### src/source/cache_config.svh
`ifndef CACHE_CONFIG_SVH
`define CACHE_CONFIG_SVH

// cache geometry
// 128 lines of 8 words, 16-bit words
`define CACHE_LINES 128
`define CACHE_WORDS 8

// backing memory read latency in cycles
// up to this many reads may be in flight
`define MEM_LATENCY 4

// word count of backing memory, one per address bits 15..1
`define MEM_WORDS 32768

// initial content: word index xor seed
`define MEM_SEED 16'h5a3c

`endif

### src/source/cache_pkg.sv
package cache_pkg;

	// one data word
	typedef logic [15:0] word_t;

	// byte address split into cache fields
	// lsb selects a byte, unused here
	typedef struct packed {
		logic [4:0] tag;
		logic [6:0] index;
		logic [2:0] offset;
		logic       byte_sel;
	} cache_addr_t;

	// one entry of the tag array
	typedef struct packed {
		logic       valid;
		logic [4:0] tag;
	} tag_entry_t;

	// requester side, held while stall is high
	typedef struct packed {
		logic        op;
		logic        write;
		cache_addr_t addr;
		word_t       data;
	} cpu_req_t;

	// memory side request
	typedef struct packed {
		logic        enable;
		logic        write;
		logic [15:0] addr;
		word_t       data;
	} mem_req_t;

	// fill engine states
	typedef enum logic [1:0] {
		FILL_IDLE,
		FILL_STREAM,
		FILL_TAG
	} fill_state_e;

endpackage

### src/source/cache_fill_fsm.sv
`include "cache_config.svh"

module cache_fill_fsm (
	input  logic                   clk,
	input  logic                   rst_n,
	input  logic                   start,
	input  cache_pkg::cache_addr_t line_addr,
	input  logic                   mem_valid,
	output logic                   busy,
	output cache_pkg::mem_req_t    fill_req,
	output logic                   fill_write,
	output logic [2:0]             fill_offset,
	output logic                   tag_write
);

	localparam int unsigned WORDS = `CACHE_WORDS;

	cache_pkg::fill_state_e state;

	// issue side counts 0..8, extra bit marks done
	logic [3:0] issue_cnt;
	// return side, offset of next returning word
	logic [2:0] ret_cnt;
	logic       issuing;

	// reads go out back to back while issue count below line size
	assign issuing = (state == cache_pkg::FILL_STREAM) && (issue_cnt < 4'(WORDS));

	always_ff @(posedge clk or negedge rst_n) begin
		if (!rst_n) begin
			state     <= cache_pkg::FILL_IDLE;
			issue_cnt <= '0;
			ret_cnt   <= '0;
		end else begin
			case (state)
				cache_pkg::FILL_IDLE: begin
					// start only looked at here
					if (start) begin
						state     <= cache_pkg::FILL_STREAM;
						issue_cnt <= '0;
						ret_cnt   <= '0;
					end
				end
				cache_pkg::FILL_STREAM: begin
					// issue and return overlap once latency passed
					if (issuing) begin
						issue_cnt <= issue_cnt + 4'd1;
					end
					if (mem_valid) begin
						ret_cnt <= ret_cnt + 3'd1;
						// eighth word back, tag next
						if (ret_cnt == 3'(WORDS - 1)) begin
							state <= cache_pkg::FILL_TAG;
						end
					end
				end
				cache_pkg::FILL_TAG: begin
					// one cycle for the tag write
					state <= cache_pkg::FILL_IDLE;
				end
				default: begin
					state <= cache_pkg::FILL_IDLE;
				end
			endcase
		end
	end

	assign busy = (state != cache_pkg::FILL_IDLE);

	// line address with issue count as word offset, reads only
	always_comb begin
		fill_req.enable = issuing;
		fill_req.write  = 1'b0;
		fill_req.addr   = {line_addr.tag, line_addr.index, issue_cnt[2:0], 1'b0};
		fill_req.data   = '0;
	end

	// returns arrive in order, so return count is the offset
	assign fill_write  = (state == cache_pkg::FILL_STREAM) && mem_valid;
	assign fill_offset = ret_cnt;
	assign tag_write   = (state == cache_pkg::FILL_TAG);

endmodule

### config.mk
export PLATFORM = sky130hd
export DESIGN_NAME = cache_fill_fsm
export DESIGN_NICKNAME = d
export VERILOG_FILES = /design/src/source/cache_pkg.sv /design/src/source/cache_fill_fsm.sv
export VERILOG_INCLUDE_DIRS = /design/src /design/src/source
export SDC_FILE = /design/constraint.sdc
export NUM_CORES = 1
export LEC_CHECK = 0
export BUFFER_PORTS_ARGS = -buffer_cell sky130_fd_sc_hd__clkbuf_2
export CORE_MARGIN = 1.5
export CORE_UTILIZATION = 41
export DETAILED_ROUTE_END_ITERATION = 12
export HOLD_SLACK_MARGIN = 0.08
export PLACE_DENSITY = 0.93
export SYNTH_ARGS = -nofsm -noshare
export SYNTH_HDL_FRONTEND = slang
export SYNTH_SLANG_ARGS = --single-unit
### constraint.sdc
create_clock -name clk -period 3.9 [get_ports clk]
set_clock_uncertainty 0.15 [all_clocks]
set_input_delay 0.585 -clock clk [delete_from_list [all_inputs] [get_ports clk]]
set_output_delay 0.585 -clock clk [all_outputs]
set_load 0.005 [all_outputs]
-- Word-level counts from Yosys, hierarchy flattened
Index checks and enable logic that the tools add are counted.
W data, S select, Z words.
- magnitude comparators: 1
- add/subtract/negate cells: 2
- reduce and logical (&&, ||, !) cells: 8
- mux-type cells: 10
- equal/unequal tests: 7
- operators with widths (kind ; count):
    $reduce_and A3 Y1 ; 3
    $mux W4 ; 2
    $pmux W4 S2 ; 1
    $mux W2 ; 3
    $mux W3 ; 2
    $ne A2 B2 Y1 const B ; 3
    $pmux W3 S2 ; 1
    $add A4 B1 Y4 const B ; 1
    $lt A4 B4 Y1 const B ; 1
    $pmux W2 S2 ; 1
    $reduce_bool A2 Y1 ; 2
    $add A3 B1 Y3 const B ; 1
    $eq A3 B3 Y1 const B ; 1
    $eq A2 B1 Y1 const B ; 1
    $eq A2 B2 Y1 const B ; 1
    $logic_and A1 B1 Y1 ; 2
    $logic_not A2 Y1 ; 1
    $ne A2 B1 Y1 const B ; 1
- output and inout port bits: 40
- flip-flop bits (word level): 9

-- Longest topological paths before layout
Gate-level depths: netlist (run 1).
- depth after elaboration: 4
- gate-level depth with buffers: 4
- mapped depth without buffers: 4

-- Least setup slack after synthesis (run 1)
No wires, ideal clock.
- path type: reg-to-output
- start: register state[0]
- end: output fill_req[33] (netlist name)
- required time: 3.165 ns
- arrival time: 0.861 ns
- stages on the path, launching flop included: 4
- setup slack: 2.304 ns
- cell sequence: dfrtp_1 > buf_2 > nor3b_1 > buf_4
- cells in the longest elaborated chain, start to end: 2
- ends and longest elaborated chain (what ; RTL line ; RTL):
    from (decl) ; cache_fill_fsm.sv:18 ; cache_pkg::fill_state_e state;
    from (signal assigned) ; cache_fill_fsm.sv:31 ; state <= cache_pkg::FILL_IDLE;
    from (signal assigned) ; cache_fill_fsm.sv:39 ; state <= cache_pkg::FILL_STREAM;
    from (signal assigned) ; cache_fill_fsm.sv:53 ; state <= cache_pkg::FILL_TAG;
    $eq A2 B1 Y1 ; cache_fill_fsm.sv:27 ; assign issuing = (state == cache_pkg::FILL_STREAM) && (issue_cnt < 4'(WORDS));
    $logic_and A1 B1 Y1 ; cache_fill_fsm.sv:27 ;
    to (decl) ; cache_fill_fsm.sv:10 ; output cache_pkg::mem_req_t fill_req,
Every way passes these cells.

==> results_dict.tcl, run 1 <==
set metrics [dict create \
    clockRootBuffer "clkbuf_4" \
    grt_max_degree 15 \
    final_nets 101 \
    num_vias 453 \
    power_density_nw_per_um2 653 \
    viasPerCell 4.44 \
    finalSetupViolCount 0 \
    die-width_um 45.9 \
    path_cells "nor3b_1, clkbuf_2" \
    slowest_delay_ns 0.60 \
    crit_required_ns 3.16 \
    arrival_ns 1.25 \
    syn2layout_area_growth_pct -9.12 \
    drt-met1-wl_um 453 \
    start_util 0.437 \
    synthArstFlopShare 1.00 \
    rrSetupSlack_ns 2.36 \
    critPathTopFamily "flip-flops" \
    coreArea_um2 1730 \
    synth.distinct_cells 20 \
    drt_iter0_drc 9 \
    p_total_uw 448 \
    synth_area_per_cell_um2 9.67 \
    dieHeight_um 45.9 \
    cts_tree "built" \
    overflow 0 \
    rows 15 \
    h-tree-depth 1 \
    drc 0 \
    first_global_vias 383 \
    final_common_cell "conb_1" \
    dr.max_layer_used "met4" \
    clkTransAtPathRegs_ns 0.06 \
    route.met3.wl_um 99 \
    run_status "finished, final reports clean" \
    crit_slowest_cell "dfrtp_1" \
    clk_latency_ns 0.25 \
    clk_path_buf_depth 2 \
    end_kind "output pin" \
    yosys_warnings 0 \
    cts_setup_buffers 0 \
    drv_slew 0 \
    synth-seq-cells 9 \
    wl_met2_um 540 \
    antennaDiodeCount 0 \
    drt_first_pass_iters 4 \
    final_cell_mix "conb_1, clkbuf_2, a22o_1, dfrtp_1" \
    hold_class "in -> reg" \
    fmax_ghz 0.503 \
    nFillCells 179 \
    ir_worst_vdd_v 0.000209 \
    worstSetupPathType "reg -> out" \
    post_drt_wl_per_cell_um 10.8 \
    ys.flop_type "dfrtp_1" \
    cts.sink_count 9 \
    drive_above_1_share 0.260 \
    cp_max_fo 14 \
    routed_wl_mm 1.10 \
    post-route-min-period_ns 1.99 \
    die-area_um2 2110 \
    hold_viol 0 \
    fin_crit_sh 0.510 \
    synthCells 78 \
    cts_made_buffers 3 \
    syn_area_um2 754 \
    port-buffer-count 13 \
    leakagePower_uw 0.000371 \
    final_antenna_net_count 0 \
    track_usage 0.112 \
    startpoint_type "flip-flop" \
    ios 60 \
    grt_setup_unrepaired "no" \
    path_buf_inv 1 \
    hpwl_um 820 \
    synth_edf_count 0 \
    antenna_found_initial 0 \
    finalSetupTns_ns 0 \
    grt_pass1_wl_mm 1.65 \
    drv_cap 0 \
    gp_congestion 0.740 \
    ys_seq_area_frac 0.299 \
]
final timing paths:
path | cells after the start | from | to
max | 2 | state[0] | fill_req[33]
min reg2reg | 1 | fill_offset[1] | fill_offset[1]
max reg2reg | 4 | fill_offset[0] | fill_offset[2]
max in group asynchronous | 2 | rst_n | state[1]
min | 2 | mem_valid | state[0]
min in group asynchronous | 2 | rst_n | issue_cnt[1]
synth_stat cells, types with 2 or more instances:
master,count,share of area
a22o_1,9,0.10
buf_2,2,0.013
buf_4,34,0.34
nor3b_1,2,0.020
nor2_1,2,0.010
nor2b_1,3,0.025
and4b_1,2,0.027
ha_1,3,0.050
dfrtp_1,9,0.30
inv_1,2,0.010
repair_timing:
| action | in CTS | in global routing |
|---|---|---|
| endpoints found under the hold margin | 9 | 0 |
| gates resized for setup | 0 | 0 |
| hold buffers | 1 | 0 |
power breakdown:
| part | switching (uW) | internal [uW] | total (uW) |
|---|---|---|---|
| combinational | 73.2 | 114 | 188 |
| clock | 30.5 | 39.3 | 69.8 |
| sequential | 58.8 | 132 | 191 |
metal layers:
| metal | track usage | up-vias |
|---|---|---|
| met2 | 0.161 | 24 |
| li1 | - | 210 |
| met3 | 0.0556 | 2 |
| met4 | 0.0686 | 0 |
| met5 | 0 | - |
| met1 | 0.133 | 217 |
through the flow:
| stage | instances | hold slack, ns | cell area (um2) | utilization | setup WS, ns |
|---|---|---|---|---|---|
| after global routing | 102 | 0.412 | 686 | 0.397 | 1.82 |
| after detailed placement | 97 | 0.295 | 649 | 0.376 | 2.07 |
| final | 102 | 0.417 | 686 | 0.397 | 1.91 |
| after CTS | 102 | 0.406 | 686 | 0.397 | 1.92 |
| after floorplan | 95 | 0.139 | 818 | - | 2.30 |
| after global placement | 97 | 0.292 | 649 | 0.376 | 2.07 |
cell type report:
cell class	instances	area [um2]	share of cell area
inverters	2	7.51	0.0109
well taps	25	31.3	0.0456
multi-input cells	48	320	0.467
clock buffers	4	26.3	0.0383
flip-flops and latches	9	225	0.328
repair buffers	14	75.1	0.109
worst register-to-register path: stages, from the launching register on:
cell and delay [ns]:
dfrtp_1 0.42, ha_1 0.22, ha_1 0.27, a22o_1 0.20, a22o_1 0.17
registers in the layout, indices dropped and copies added, names as in the netlist:
register     flops
issue_cnt        4
fill_offset      3
state            2
cells by family (layout without fill, tap and decap cells):
logic type	count (synthesis)	count (layout)	synth area share
compound gates	13	13	0.141
buf+inv	38	20	0.362
other cells	1	18	0.00497
fa+ha+maj	3	3	0.0498
flops	9	9	0.299
simple gates	11	11	0.0945
mux	3	3	0.0497
(Power assumes the default switching activity.)
==> run 2: changes to the inputs <==
Settings changed: CORE_UTILIZATION 41 to 35, PLACE_DENSITY 0.93 to 0.86.
Clock period 3.9 ns to 1.6 ns, I/O delays scaled along.
==> results_dict.tcl, run 2 (synthesized netlist as in run 1, its figures left out) <==
set metrics [dict create \
    slowest_delay_ns 0.49 \
    p_switching_uw 416 \
    swShare 0.363 \
    viasPerCell 4.36 \
    grt_pass1_wl_mm 1.86 \
    path_cells "or2_2, clkbuf_2" \
    drv_cap 0 \
    track_usage 0.106 \
    worstSetupPathType "reg -> out" \
    drive_above_1_share 0.300 \
    hpwl_um 902 \
    power_density_nw_per_um2 1600 \
    gp_congestion 0.718 \
    final_nets 104 \
    seqPwrFrac 0.396 \
    final_common_cell "conb_1" \
    fmax_ghz 0.643 \
    overflow 0 \
    seqCellArea_um2 228 \
    internal_power_uw 730 \
    finalNonFillerCells 107 \
    combPwrFrac 0.450 \
    ios 60 \
    grt_max_degree 15 \
    holdPathStages 4 \
    ir_worst_vdd_v 0.000448 \
    fin_area_um2 716 \
    post-route-min-period_ns 1.56 \
    drt_first_pass_iters 2 \
    rr_startpoint "fill_offset[1]" \
    final_cell_mix "conb_1, clkbuf_2, a22o_1" \
    reg2reg_to "fill_offset[2]" \
    final_antenna_net_count 0 \
    hold_class "in -> reg" \
    largest_reg_flops 4 \
    placed_cell_area_um2 659 \
    dp_cells 100 \
    rr_worst_depth 4 \
    clockRootBuffer "clkbuf_4" \
    multi_input_area_um2 320 \
    clockPowerShare 0.154 \
    cts_made_buffers 3 \
    finalSetupViolCount 0 \
    rrSetupSlack_ns 0.07 \
    p_total_uw 1150 \
    path_buf_inv 1 \
    end_kind "output pin" \
    startpoint_type "flip-flop" \
    coreArea_um2 2000 \
    first_global_vias 417 \
    rows 16 \
    clk_path_buf_depth 2 \
    arrival_ns 1.17 \
    cp_max_fo 14 \
    cts_tree "built" \
    post_drt_wl_per_cell_um 11.4 \
    grt_setup_unrepaired "no" \
    num_vias 467 \
    start_util 0.377 \
    antenna_found_initial 0 \
    finalSetupTns_ns 0 \
    drt_iter0_drc 4 \
    critPathTopFamily "flip-flops" \
    clk_latency_ns 0.26 \
    h-tree-depth 1 \
    regMostFlops "issue_cnt" \
    clkTransAtPathRegs_ns 0.06 \
    die-area_um2 2440 \
    hold_viol 0 \
    min_from "start" \
    leakagePower_uw 0.000382 \
    run_status "finished, final reports clean" \
    crit_required_ns 1.21 \
    routed_wl_mm 1.22 \
    die-width_um 49.4 \
    drv_slew 0 \
    crit_slowest_cell "dfrtp_2" \
    cts.sink_count 9 \
    fin_crit_sh 0.972 \
    dieHeight_um 49.4 \
    syn2layout_area_growth_pct -5.14 \
    drc 0 \
    min_to "issue_cnt[3]" \
    port-buffer-count 13 \
    antennaDiodeCount 0 \
    nFillCells 215 \
]
==> run 2: cell types whose count changed in the layout (fill, tap and decap cells not counted), sizes merged <==
| cell | delta |
|---|---|
| buf | +2 |
| dlygate4sd3 | +1 |
==> run 2: power groups by stage <==
stage / clock, uW / sequential [uW] / combinational (uW)
floorplan: 0 / 417 / 452
global route: 193 / 475 / 575
finish: 176 / 454 / 516
detailed placement: 0 / 460 / 493
CTS: 185 / 456 / 499
global placement: 0 / 446 / 462
==> run 2: worst max path at each step <==
stage                               from              to  slack, ns  cells past startpoint
after floorplan           fill_offset[0]  fill_offset[2]       0.12                      4
after global placement    fill_offset[0]  fill_offset[2]       0.11                      4
after detailed placement  fill_offset[0]  fill_offset[2]       0.05                      4
after CTS                       state[1]            busy       0.02                      2
after global routing      fill_offset[1]  fill_offset[2]      0.005                      4
final                           state[0]            busy       0.04                      2
==> run 2: layout make-up <==
class,count,area share
multi-input combinational,48,0.448
timing repair buffer,17,0.140
tap,27,0.0472
inverter,2,0.0105
clock buffer,4,0.0367
sequential,9,0.318
==> run 2: layer usage <==
| metal | up-vias | GRT usage | wire length (um) | share of wire |
|---|---|---|---|---|
| met4 | 0 | 0.0880 | 44 | 0.036 |
| li1 | 221 | - | - | - |
| met3 | 4 | 0.0429 | 107 | 0.088 |
| met5 | - | 0 | 0 | 0 |
| met1 | 216 | 0.111 | 487 | 0.40 |
| met2 | 26 | 0.164 | 577 | 0.47 |
==> run 2: metrics by stage <==
| stage | worst slack (ns) | hold WS (ns) | util |
|---|---|---|---|
| 3_3_place_gp | 0.112 | -0.0513 | 0.329 |
| 2_1_floorplan | 0.120 | -0.206 | - |
| 3_5_place_dp | 0.0547 | -0.0460 | 0.329 |
| 6_report | 0.0443 | 0.122 | 0.358 |
| 4_1_cts | 0.0180 | 0.110 | 0.353 |
| 5_1_grt | 0.00522 | 0.147 | 0.358 |
==> run 2: worst register-to-register path, cell delays in order (launching register included) <==
cell	delay (ns)
dfrtp_1	0.41
ha_1	0.20
ha_1	0.27
a22o_1	0.22
a22o_1	0.18
==> run 2: repair_timing <==
item / in CTS / in global routing
buffers inserted: 0 / 1
resized for setup: 1 / 1
hold endpoints to repair: 10 / 0
hold buffers: 2 / 0
setup endpoints to repair: 3 / 2
